$ cat src/source/decode_out_pkg.sv
/*
 * Decoder result types
 * Operation codes, register index and immediate widths
 */
`default_nettype none

package decode_out_pkg;

    typedef logic [6:0]  op_type_t;
    typedef logic [4:0]  reg_idx_t;
    typedef logic [31:0] imm_t;

    // ============================================================
    // Operation codes, one per instruction
    // ============================================================
    localparam op_type_t
        OP_LUI = 7'd0, OP_AUIPC = 7'd1, OP_JAL = 7'd2, OP_JALR = 7'd3,
        // Branches
        OP_BEQ = 7'd4, OP_BNE = 7'd5, OP_BLT = 7'd6, OP_BGE = 7'd7,
        OP_BLTU = 7'd8, OP_BGEU = 7'd9,
        // Loads and stores
        OP_LB = 7'd10, OP_LH = 7'd11, OP_LW = 7'd12, OP_LBU = 7'd13, OP_LHU = 7'd14,
        OP_SB = 7'd15, OP_SH = 7'd16, OP_SW = 7'd17,
        // Register-immediate ALU
        OP_ADDI = 7'd18, OP_SLTI = 7'd19, OP_SLTIU = 7'd20, OP_XORI = 7'd21,
        OP_ORI = 7'd22, OP_ANDI = 7'd23, OP_SLLI = 7'd24, OP_SRLI = 7'd25,
        OP_SRAI = 7'd26,
        // Register-register ALU
        OP_ADD = 7'd27, OP_SUB = 7'd28, OP_SLL = 7'd29, OP_SLT = 7'd30,
        OP_SLTU = 7'd31, OP_XOR = 7'd32, OP_SRL = 7'd33, OP_SRA = 7'd34,
        OP_OR = 7'd35, OP_AND = 7'd36,
        // Fence and system
        OP_FENCE = 7'd37, OP_ECALL = 7'd38, OP_EBREAK = 7'd39, OP_MRET = 7'd40,
        OP_WFI = 7'd41,
        // RV32M, in funct3 order
        OP_MUL = 7'd42, OP_MULH = 7'd43, OP_MULHSU = 7'd44, OP_MULHU = 7'd45,
        OP_DIV = 7'd46, OP_DIVU = 7'd47, OP_REM = 7'd48, OP_REMU = 7'd49;

endpackage

`default_nettype wire

$ cat src/source/riscv_isa_pkg.sv
/*
 * RV32I/M ISA encodings
 * Opcode, funct7 and funct12 values, field types and format codes
 */
`default_nettype none

package riscv_isa_pkg;

    typedef logic [31:0] instr_t;      // Raw instruction word
    typedef logic [6:0]  opcode_t;
    typedef logic [2:0]  funct3_t;
    typedef logic [6:0]  funct7_t;
    typedef logic [2:0]  instr_fmt_t;  // Operand layout class

    // ============================================================
    // Major opcodes
    // ============================================================
    localparam opcode_t OPC_LUI    = 7'b0110111;
    localparam opcode_t OPC_AUIPC  = 7'b0010111;
    localparam opcode_t OPC_JAL    = 7'b1101111;
    localparam opcode_t OPC_JALR   = 7'b1100111;
    localparam opcode_t OPC_BRANCH = 7'b1100011;
    localparam opcode_t OPC_LOAD   = 7'b0000011;
    localparam opcode_t OPC_STORE  = 7'b0100011;
    localparam opcode_t OPC_OP_IMM = 7'b0010011;
    localparam opcode_t OPC_OP     = 7'b0110011;
    localparam opcode_t OPC_FENCE  = 7'b0001111;
    localparam opcode_t OPC_SYSTEM = 7'b1110011;

    localparam funct7_t F7_BASE   = 7'b0000000;
    localparam funct7_t F7_ALT    = 7'b0100000;  // SUB, SRA, SRAI
    localparam funct7_t F7_MULDIV = 7'b0000001;  // RV32M

    // SYSTEM with funct3 of zero, selected by bits 31:20
    localparam logic [11:0] F12_ECALL  = 12'h000;
    localparam logic [11:0] F12_EBREAK = 12'h001;
    localparam logic [11:0] F12_MRET   = 12'h302;
    localparam logic [11:0] F12_WFI    = 12'h105;

    // ============================================================
    // Instruction formats
    // ============================================================
    localparam instr_fmt_t FMT_R   = 3'd0;
    localparam instr_fmt_t FMT_I   = 3'd1;
    localparam instr_fmt_t FMT_S   = 3'd2;
    localparam instr_fmt_t FMT_B   = 3'd3;
    localparam instr_fmt_t FMT_U   = 3'd4;
    localparam instr_fmt_t FMT_J   = 3'd5;
    localparam instr_fmt_t FMT_SYS = 3'd6;  // No operands, no immediate

endpackage

`default_nettype wire
$ cat src/source/decode_if.sv
/*
 * Combinational decode result shared by the decode stages
 */
`timescale 1ns/1ps
`default_nettype none

interface decode_if;

    decode_out_pkg::op_type_t op_type;
    riscv_isa_pkg::instr_fmt_t fmt;
    logic                      illegal;
    decode_out_pkg::reg_idx_t  rd;
    decode_out_pkg::reg_idx_t  rs1;
    decode_out_pkg::reg_idx_t  rs2;
    decode_out_pkg::imm_t      imm;
    logic                      load_rs;  // Sources come from the register file

    modport type_mp (output op_type, output fmt, output illegal);
    modport operand_mp (input fmt, output rd, output rs1, output rs2, output imm, output load_rs);
    modport result_mp (input op_type, input illegal, input rd, input rs1, input rs2,
                       input imm, input load_rs);

endinterface

`default_nettype wire

$ cat src/source/rv32_decoder.sv
/*
 * RV32I/M instruction decoder, top level
 * One-cycle decode of a strobed instruction into operation and operands
 */
`timescale 1ns/1ps
`default_nettype none

module rv32_decoder #(
    parameter bit ENABLE_M = 1'b1  // Accept the RV32M encodings
) (
    input  logic                     clk_i,
    input  logic                     rst_i,
    input  logic                     stb_i,
    input  riscv_isa_pkg::instr_t    instr_i,
    output decode_out_pkg::op_type_t op_type_o,
    output decode_out_pkg::reg_idx_t rd_o,
    output decode_out_pkg::reg_idx_t rs1_o,
    output decode_out_pkg::reg_idx_t rs2_o,
    output decode_out_pkg::imm_t     imm_o,
    output logic                     load_rs_o,
    output logic                     ack_o,
    output logic                     err_o
);

    decode_if u_dec_if ();

    instr_type_decode #(
        .ENABLE_M (ENABLE_M)
    ) u_type (
        .instr_i (instr_i),
        .dec_o   (u_dec_if)
    );

    operand_extract u_operand (
        .instr_i (instr_i),
        .dec_o   (u_dec_if)
    );

    decode_result_reg u_result (
        .clk_i     (clk_i),
        .rst_i     (rst_i),
        .stb_i     (stb_i),
        .dec_i     (u_dec_if),
        .op_type_o (op_type_o),
        .rd_o      (rd_o),
        .rs1_o     (rs1_o),
        .rs2_o     (rs2_o),
        .imm_o     (imm_o),
        .load_rs_o (load_rs_o),
        .ack_o     (ack_o),
        .err_o     (err_o)
    );

endmodule

`default_nettype wire

$ cat src/source/decode_result_reg.sv
/*
 * Decode result register
 * Captures the fields on a strobe and answers with an ack or error pulse
 */
`timescale 1ns/1ps
`default_nettype none

module decode_result_reg (
    input  logic                     clk_i,
    input  logic                     rst_i,
    input  logic                     stb_i,
    decode_if.result_mp              dec_i,
    output decode_out_pkg::op_type_t op_type_o,
    output decode_out_pkg::reg_idx_t rd_o,
    output decode_out_pkg::reg_idx_t rs1_o,
    output decode_out_pkg::reg_idx_t rs2_o,
    output decode_out_pkg::imm_t     imm_o,
    output logic                     load_rs_o,
    output logic                     ack_o,
    output logic                     err_o
);

    // Response pulses, one cycle after the strobe
    always_ff @(posedge clk_i) begin
        if (rst_i) begin
            ack_o <= 1'b0;
            err_o <= 1'b0;
        end else begin
            ack_o <= stb_i & ~dec_i.illegal;
            err_o <= stb_i & dec_i.illegal;
        end
    end

    // Fields hold between strobes
    always_ff @(posedge clk_i) begin
        if (stb_i) begin
            op_type_o <= dec_i.op_type;
            rd_o      <= dec_i.rd;
            rs1_o     <= dec_i.rs1;
            rs2_o     <= dec_i.rs2;
            imm_o     <= dec_i.imm;
            load_rs_o <= dec_i.load_rs;
        end
    end

endmodule

`default_nettype wire

$ cat src/source/operand_extract.sv
/*
 * Operand extraction
 * Picks register indices and builds the sign-extended immediate per format
 */
`timescale 1ns/1ps
`default_nettype none

module operand_extract (
    input  riscv_isa_pkg::instr_t instr_i,
    decode_if.operand_mp          dec_o
);

    decode_out_pkg::reg_idx_t rd_field;
    decode_out_pkg::reg_idx_t rs1_field;
    decode_out_pkg::reg_idx_t rs2_field;
    logic                     sign;

    assign rd_field  = instr_i[11:7];
    assign rs1_field = instr_i[19:15];
    assign rs2_field = instr_i[24:20];
    assign sign      = instr_i[31];

    always_comb begin
        dec_o.rd      = '0;
        dec_o.rs1     = '0;
        dec_o.rs2     = '0;
        dec_o.imm     = '0;
        dec_o.load_rs = 1'b0;

        case (dec_o.fmt)
            riscv_isa_pkg::FMT_R: begin
                dec_o.rd      = rd_field;
                dec_o.rs1     = rs1_field;
                dec_o.rs2     = rs2_field;
                dec_o.load_rs = 1'b1;
            end
            riscv_isa_pkg::FMT_I: begin
                dec_o.rd      = rd_field;
                dec_o.rs1     = rs1_field;
                dec_o.imm     = {{20{sign}}, instr_i[31:20]};
                dec_o.load_rs = 1'b1;
            end
            riscv_isa_pkg::FMT_S: begin
                dec_o.rs1     = rs1_field;
                dec_o.rs2     = rs2_field;
                dec_o.imm     = {{20{sign}}, instr_i[31:25], instr_i[11:7]};
                dec_o.load_rs = 1'b1;
            end
            riscv_isa_pkg::FMT_B: begin
                dec_o.rs1     = rs1_field;
                dec_o.rs2     = rs2_field;
                dec_o.imm     = {{19{sign}}, sign, instr_i[7], instr_i[30:25],
                                 instr_i[11:8], 1'b0};  // Even byte offset
                dec_o.load_rs = 1'b1;
            end
            riscv_isa_pkg::FMT_U: begin
                dec_o.rd  = rd_field;
                dec_o.imm = {instr_i[31:12], 12'b0};
            end
            riscv_isa_pkg::FMT_J: begin
                dec_o.rd  = rd_field;
                dec_o.imm = {{11{sign}}, sign, instr_i[19:12], instr_i[20],
                             instr_i[30:21], 1'b0};
            end
            default: ;  // SYS has no operands
        endcase
    end

endmodule

`default_nettype wire

$ cat src/source/instr_type_decode.sv
/*
 * Instruction type decode
 * Maps opcode, funct3 and funct7/funct12 to an operation code and a format,
 * and flags every encoding outside the supported set
 */
`timescale 1ns/1ps
`default_nettype none

module instr_type_decode #(
    parameter bit ENABLE_M = 1'b1
) (
    input  riscv_isa_pkg::instr_t instr_i,
    decode_if.type_mp             dec_o
);

    riscv_isa_pkg::opcode_t opcode;
    riscv_isa_pkg::funct3_t funct3;
    riscv_isa_pkg::funct7_t funct7;
    logic [11:0]            funct12;

    assign opcode  = instr_i[6:0];
    assign funct3  = instr_i[14:12];
    assign funct7  = instr_i[31:25];
    assign funct12 = instr_i[31:20];

    always_comb begin
        dec_o.op_type = decode_out_pkg::OP_ADDI;
        dec_o.fmt     = riscv_isa_pkg::FMT_I;
        dec_o.illegal = 1'b0;

        case (opcode)
            riscv_isa_pkg::OPC_LUI: begin
                dec_o.op_type = decode_out_pkg::OP_LUI;
                dec_o.fmt     = riscv_isa_pkg::FMT_U;
            end
            riscv_isa_pkg::OPC_AUIPC: begin
                dec_o.op_type = decode_out_pkg::OP_AUIPC;
                dec_o.fmt     = riscv_isa_pkg::FMT_U;
            end
            riscv_isa_pkg::OPC_JAL: begin
                dec_o.op_type = decode_out_pkg::OP_JAL;
                dec_o.fmt     = riscv_isa_pkg::FMT_J;
            end
            riscv_isa_pkg::OPC_JALR: begin
                dec_o.op_type = decode_out_pkg::OP_JALR;
                dec_o.illegal = (funct3 != 3'b000);
            end
            riscv_isa_pkg::OPC_BRANCH: begin
                dec_o.fmt = riscv_isa_pkg::FMT_B;
                case (funct3)
                    3'b000:  dec_o.op_type = decode_out_pkg::OP_BEQ;
                    3'b001:  dec_o.op_type = decode_out_pkg::OP_BNE;
                    3'b100:  dec_o.op_type = decode_out_pkg::OP_BLT;
                    3'b101:  dec_o.op_type = decode_out_pkg::OP_BGE;
                    3'b110:  dec_o.op_type = decode_out_pkg::OP_BLTU;
                    3'b111:  dec_o.op_type = decode_out_pkg::OP_BGEU;
                    default: dec_o.illegal = 1'b1;
                endcase
            end
            riscv_isa_pkg::OPC_LOAD: begin
                case (funct3)
                    3'b000:  dec_o.op_type = decode_out_pkg::OP_LB;
                    3'b001:  dec_o.op_type = decode_out_pkg::OP_LH;
                    3'b010:  dec_o.op_type = decode_out_pkg::OP_LW;
                    3'b100:  dec_o.op_type = decode_out_pkg::OP_LBU;
                    3'b101:  dec_o.op_type = decode_out_pkg::OP_LHU;
                    default: dec_o.illegal = 1'b1;
                endcase
            end
            riscv_isa_pkg::OPC_STORE: begin
                dec_o.fmt = riscv_isa_pkg::FMT_S;
                case (funct3)
                    3'b000:  dec_o.op_type = decode_out_pkg::OP_SB;
                    3'b001:  dec_o.op_type = decode_out_pkg::OP_SH;
                    3'b010:  dec_o.op_type = decode_out_pkg::OP_SW;
                    default: dec_o.illegal = 1'b1;
                endcase
            end
            riscv_isa_pkg::OPC_OP_IMM: begin
                case (funct3)
                    3'b000: dec_o.op_type = decode_out_pkg::OP_ADDI;
                    3'b010: dec_o.op_type = decode_out_pkg::OP_SLTI;
                    3'b011: dec_o.op_type = decode_out_pkg::OP_SLTIU;
                    3'b100: dec_o.op_type = decode_out_pkg::OP_XORI;
                    3'b110: dec_o.op_type = decode_out_pkg::OP_ORI;
                    3'b111: dec_o.op_type = decode_out_pkg::OP_ANDI;
                    3'b001: begin
                        dec_o.op_type = decode_out_pkg::OP_SLLI;
                        dec_o.illegal = (funct7 != riscv_isa_pkg::F7_BASE);
                    end
                    default: begin  // Shift right, arithmetic when funct7 is ALT
                        if (funct7 == riscv_isa_pkg::F7_BASE) begin
                            dec_o.op_type = decode_out_pkg::OP_SRLI;
                        end else if (funct7 == riscv_isa_pkg::F7_ALT) begin
                            dec_o.op_type = decode_out_pkg::OP_SRAI;
                        end else begin
                            dec_o.illegal = 1'b1;
                        end
                    end
                endcase
            end
            riscv_isa_pkg::OPC_OP: begin
                dec_o.fmt = riscv_isa_pkg::FMT_R;
                if (funct7 == riscv_isa_pkg::F7_BASE) begin
                    case (funct3)
                        3'b000:  dec_o.op_type = decode_out_pkg::OP_ADD;
                        3'b001:  dec_o.op_type = decode_out_pkg::OP_SLL;
                        3'b010:  dec_o.op_type = decode_out_pkg::OP_SLT;
                        3'b011:  dec_o.op_type = decode_out_pkg::OP_SLTU;
                        3'b100:  dec_o.op_type = decode_out_pkg::OP_XOR;
                        3'b101:  dec_o.op_type = decode_out_pkg::OP_SRL;
                        3'b110:  dec_o.op_type = decode_out_pkg::OP_OR;
                        default: dec_o.op_type = decode_out_pkg::OP_AND;
                    endcase
                end else if (funct7 == riscv_isa_pkg::F7_ALT) begin
                    case (funct3)
                        3'b000:  dec_o.op_type = decode_out_pkg::OP_SUB;
                        3'b101:  dec_o.op_type = decode_out_pkg::OP_SRA;
                        default: dec_o.illegal = 1'b1;
                    endcase
                end else if (funct7 == riscv_isa_pkg::F7_MULDIV && ENABLE_M) begin
                    // M opcodes follow funct3 order from MUL
                    dec_o.op_type = decode_out_pkg::OP_MUL + decode_out_pkg::op_type_t'(funct3);
                end else begin
                    dec_o.illegal = 1'b1;
                end
            end
            riscv_isa_pkg::OPC_FENCE: begin
                dec_o.op_type = decode_out_pkg::OP_FENCE;
                dec_o.illegal = (funct3 != 3'b000);
            end
            riscv_isa_pkg::OPC_SYSTEM: begin
                dec_o.fmt     = riscv_isa_pkg::FMT_SYS;
                dec_o.illegal = (funct3 != 3'b000);  // CSR accesses are rejected
                case (funct12)
                    riscv_isa_pkg::F12_ECALL:  dec_o.op_type = decode_out_pkg::OP_ECALL;
                    riscv_isa_pkg::F12_EBREAK: dec_o.op_type = decode_out_pkg::OP_EBREAK;
                    riscv_isa_pkg::F12_MRET:   dec_o.op_type = decode_out_pkg::OP_MRET;
                    riscv_isa_pkg::F12_WFI:    dec_o.op_type = decode_out_pkg::OP_WFI;
                    default:                   dec_o.illegal = 1'b1;
                endcase
            end
            default: dec_o.illegal = 1'b1;
        endcase
    end

endmodule

`default_nettype wire

$ cat config.mk
export PLATFORM = sky130hd
export DESIGN_NAME = rv32_decoder
export DESIGN_NICKNAME = d
export VERILOG_FILES = /design/src/source/decode_out_pkg.sv /design/src/source/riscv_isa_pkg.sv /design/src/source/decode_if.sv /design/src/source/rv32_decoder.sv /design/src/source/decode_result_reg.sv /design/src/source/operand_extract.sv /design/src/source/instr_type_decode.sv
export SDC_FILE = /design/constraint.sdc
export NUM_CORES = 1
export LEC_CHECK = 0
export BUFFER_PORTS_ARGS = -buffer_cell sky130_fd_sc_hd__buf_2
export CAP_MARGIN = 20
export CORE_AREA = 2 2 87 89
export DETAILED_ROUTE_END_ITERATION = 7
export DIE_AREA = 0 0 89 91
export HOLD_SLACK_MARGIN = 0.02
export PLACE_DENSITY = 0.76
export SETUP_SLACK_MARGIN = 0.4
export SYNTH_ARGS = -nofsm -noshare
export SYNTH_HDL_FRONTEND = slang
export SYNTH_SLANG_ARGS = --single-unit
$ cat constraint.sdc
create_clock -name clk_i -period 3.6 [get_ports clk_i]
set_input_delay 0.72 -clock clk_i [delete_from_list [all_inputs] [get_ports clk_i]]
set_output_delay 0.72 -clock clk_i [all_outputs]
set_load 0.005 [all_outputs]
# --- After elaboration in Yosys (flattened, before gate mapping) ---
# Cells that the tools add are included.
op_classes:
  add_sub_neg: 1
  eq_ne: 28
  n_mux: 28
  n_bitwise: 3
  n_reduce_logical: 18
op_table:
  columns: ["cell", "count"]
  rows:
  - ["$pmux 32 s5", 1]
  - ["$pmux 7 s11", 1]
  - ["$pmux 7 s7", 1]
  - ["$pmux 6 s7", 1]
  - ["$pmux 5 s6", 1]
  - ["$eq 7x6->1 const B", 4]
  - ["$eq 7x7->1 const B", 4]
  - ["$mux 7", 4]
  - ["$pmux 5 s5", 1]
  - ["$pmux 6 s4", 1]
  - ["$eq 3x3->1 const B", 6]
  - ["$pmux 3 s6", 1]
  - ["$pmux 5 s3", 1]
  - ["$eq 7x5->1 const B", 2]
  - ["$eq 12x1->1 const B", 1]
  - ["$eq 12x10->1 const B", 1]
  - ["$eq 12x9->1 const B", 1]
  - ["$eq 3x2->1 const B", 4]
  - ["$logic_not 12->1", 1]
  - ["$pmux 6 s2", 1]
  - ["$reduce_or 4->1", 3]
  - ["$reduce_or 6->1", 2]
  - ["$mux 1", 11]
  - ["$reduce_or 3->1", 3]
  - ["other kinds (16)", 21]
word_totals:
  ff_bits: 57
  inputBits: 35
  output_inout_bits: 57
  word_cells: 86

# --- Longest topological paths before layout ---
logic_depth:
  ltp_word: 8
  mapped_depth: 7
  ltp_nobuf: 6

# --- Cells and area by module ---
# Synthesis repeated with hierarchy kept, for this count alone.
unflattened:
  cells_unflattened: 292
  hier_area_um2: 3246.9
by_module_without_submodules:
  columns: ["module", "n_inst", "cells_per_inst", "area_each_um2", "seq_area_each_um2"]
  rows:
  - ["decode_result_reg", 1, 59, 1712.9, 1691.6]
  - ["instr_type_decode", 1, 164, 1046.0, 0.0]
  - ["operand_extract", 1, 69, 488.0, 0.0]

# --- Worst setup path after synthesis ---
# OpenSTA, ideal clock, no wires.
synth_timing:
  path_kind: "input -> register"
  start: "in instr_i[4]"
  end: "reg u_result.imm_o[20] (data pin)"
  setup_ps: 254
  t_arrival_ps: 2124
  t_required_ps: 3346
  path_slack_ps: 1222
  path_stages: 7
  n_path_buf: 2
  cell_sequence: "buf_4 > or3b_2 > nor2_2 > a21oi_1 > and2_2 > buf_2 > a21o_1"
synth_between:
  elab_chain_len: 5
  word_cells_on_any_way: 15
  cone_classes: "eq/ne (12); mux (2); reduce/logical (1)"
synth_lines:
  columns: ["item", "line_no", "rtl"]
  rows:
  - ["start: declaration", "rv32_decoder.sv:14", "input riscv_isa_pkg::instr_t instr_i,"]
  - ["$eq 7x6->1 or $eq 7x5->1 (tied branches)", "instr_type_decode.sv:31", "case (opcode)"]
  - ["$reduce_or 2->1 (no line)", null, null]
  - ["$pmux 3 s6 (*)", "instr_type_decode.sv:31", null]
  - ["$eq 3x3->1, or another cell as far along", "operand_extract.sv:30", "case (dec_o.fmt)"]
  - ["$pmux 32 s5 (*)", "operand_extract.sv:30", null]
  - ["named net u_dec_if.imm[20]", "decode_if.sv:15", "decode_out_pkg::imm_t imm;"]
  - ["end signal: assignment", "decode_result_reg.sv:41", "imm_o <= dec_i.imm;"]
  - ["end: declaration", "decode_result_reg.sv:17", "output decode_out_pkg::imm_t imm_o,"]
# Mark *: on every way through the listed nets, which the timed path passes. The rest lies on a longest branch.
# A chain may end at the register's enable or synchronous reset.

# --- Final worst setup path ---
layout_timing:
  start: "in instr_i[4]"
  end: "reg u_result.imm_o[27] (data pin)"
# Same word-level chain as after synthesis.

==> flow_metrics.tcl <==
set metrics [dict create \
    max_freq_ghz 0.409 \
    antenna_found_initial 0 \
    powerDensity_nw_per_um2 363 \
    synthSimpleGateAreaFrac 0.201 \
    synthArstFlopShare 0 \
    synth_top_area_frac 0.523 \
    hold_viol 0 \
    diodes 0 \
    die_h_um 91 \
    ctsResizeCount 0 \
    fin_crit_ps 2440 \
    arrival_ps 2510 \
    clock_tree.buffer_depth 2 \
    power.switching_uw 335 \
    finalCritPeriodShare 0.679 \
    synth_edf_count 54 \
    gr-usage-met1 0.256 \
    grt_max_degree 35 \
    place.gp.congestion 0.932 \
    dr_total_vias 2610 \
    cts-root-buf "clkbuf_8" \
    drt_iter0_drc 204 \
    synthXorXnorAreaFrac 0.0113 \
    ir_worst_vdd_mv 0.152 \
    synth_nets 318 \
    clkTransAtPathRegs_ps 90 \
    leakage_uw 0.00151 \
    dominantRegCellSynth "edfxtp_1" \
    grt_pass1_vias 2375 \
    setup_viol 0 \
    grt.overflow.total 0 \
    fp-row-count 31 \
    yosys.area_share.adder 0.00726 \
    synth_area_leaders "edfxtp_1, a21o_1, nor2b_1" \
    clock_sinks 56 \
    cp-start-kind "input pin" \
    cp-end-kind "register" \
    synth-seq-cells 56 \
    floorplan.initialDensity 0.435 \
    cts_buffers 5 \
    combPwrFrac 0.157 \
    synth-seq-area-share 0.536 \
    grt_use_total 0.184 \
    syn_inst 282 \
    synth_cell_types 62 \
    p_clk_frac 0.257 \
    via_per_inst 5.65 \
    crit_type "in2reg" \
    final_antenna_net_count 0 \
    dp_hpwl_um 5520 \
    port_buffers 90 \
    register_area_sq_um 1660 \
    max_cap_violations 0 \
    power.internal_uw 999 \
    dp.cells 454 \
    fin_nets 398 \
    cp.required_ps 3670 \
    io_pins 92 \
    post_cts_buffers 0 \
    cts_tree "built" \
    n_fill_cell 679 \
    routedWlPerCell_um 16.1 \
    drc 0 \
    use_met3 0.0264 \
    seq_power_share 0.586 \
    area_delta_synth_final_pct 18.5 \
    drt-pass1-iter-count 4 \
    multi_input_area_sq_um 1310 \
    synth_top_area_cell "edfxtp_1" \
    core-area_sq_um 7140 \
    slew_violations 0 \
    min_path_type "in2reg" \
    cp_max_fo 19 \
    drt-total-wl_um 7440 \
    ys_warn_count 0 \
    rsz0062_at_grt "no" \
    p_sw_frac 0.251 \
    htree_levels 2 \
    syn_area_sq_um 3100 \
    outcome "finished, final reports clean" \
    syn_avg_cell_area_sq_um 11.0 \
    instances_no_fill 462 \
    synth_top_family_by_area "simple AND/OR/NAND/NOR gates" \
    relSlewSlack 0.506 \
    postCtsHoldBufs 0 \
    busiest_layer "met2" \
    dieArea_sq_um 8100 \
    synth_compound_area_frac 0.197 \
    drive_above_1_share 0.303 \
    grtUsageMet2 0.297 \
    tightest_slew_ps 741 \
    synthMuxAreaShare 0.00363 \
    dieWidth_um 89 \
    finalSetupTns_ps 0 \
    grt_first_pass_wirelength_um 11800 \
]
## final cells by class
| cell class | count | share of cell area |
|---|---|---|
| Timing Repair Buffer | 92 | 0.127 |
| Inverter | 7 | 0.00715 |
| Multi-Input combinational cell | 200 | 0.355 |
| Clock buffer | 5 | 0.0187 |
| Clock inverter | 3 | 0.00613 |
| Tap cell | 99 | 0.0337 |
| Sequential cell | 56 | 0.452 |
## synth_stat cells (6+ instances only)
master    instances
nand2_1           9
nand2b_1          6
and2_1           13
nor2b_1          17
inv_1             7
clkbuf_1          8
a21o_1           19
a21oi_1          15
o21ai_0          18
edfxtp_1         54
nor2_1           19
## metrics by stage
step / utilization / setup slack (ps) / hold slack, ps / total power [uW] / area (sq um)
after floorplan: - / 1220 / 798 / 903 / 3100
after global placement: 0.502 / 922 / 902 / 1000 / 3580
after detailed placement: 0.502 / 837 / 909 / 1010 / 3580
after CTS: 0.515 / 1160 / 579 / 1340 / 3670
after global routing: 0.515 / 1030 / 586 / 1390 / 3670
final: 0.515 / 1160 / 594 / 1330 / 3670
## worst max-delay path: stages
cell	delay [ps]
buf_2	280
or3b_2	530
nor2_2	100
buf_4	200
a21oi_1	140
and2_2	340
a21o_1	180
## logic make-up (layout without fill, tap and decap cells)
kind of cell | count (synthesis) | in the layout
simple gates | 104 | 104
compound gates | 88 | 88
flops | 56 | 56
buf+inv | 26 | 107
xor+xnor | 4 | 4
fa+ha+maj | 2 | 2
other cells | 1 | 1
mux | 1 | 1
## sequential cells by signal, indices dropped and copies added, names as in the netlist
signal and count:
u_result.rs2_o 5, u_result.imm_o 32, u_result.load_rs_o 1, u_result.op_type_o 6, u_result.ack_o 1, u_result.rd_o 5
u_result.rs1_o 5, u_result.err_o 1
## power groups by stage
stage | combinational, uW | clock [uW] | sequential, uW
finish | 209 | 343 | 781
CTS | 209 | 348 | 783
global placement | 204 | 0 | 797
global route | 233 | 367 | 787
detailed placement | 208 | 0 | 798
floorplan | 97.7 | 0 | 805
## cells in the final DEF, fill, tap and decap left out, types with 5 or more instances in the layout
master | netlist | routed
buf_2 | 5 | 90
a21oi_1 | 15 | 15
nand2b_1 | 6 | 6
inv_1 | 7 | 7
and2_1 | 13 | 13
clkbuf_8 | 0 | 5
edfxtp_1 | 54 | 54
a21o_1 | 19 | 19
nand3_1 | 5 | 5
a22o_1 | 5 | 5
nand2_1 | 9 | 9
nor2b_1 | 17 | 17
nor2_1 | 19 | 19
nand3b_1 | 5 | 5
nor3_1 | 5 | 5
o21ai_0 | 18 | 18
## layer usage
metal	share of wire	wire, um
met5	0	0
met4	0.0063	47
met3	0.076	564
met2	0.48	3580
met1	0.44	3250
## path summary, 6_finish.rpt
check	startpoint	end	slack (ps)	cells after the start
setup / recovery	instr_i[4]	u_result.imm_o[27]	1160	7
hold / removal	rst_i	u_result.err_o	590	2
(Power assumes the default switching activity.)
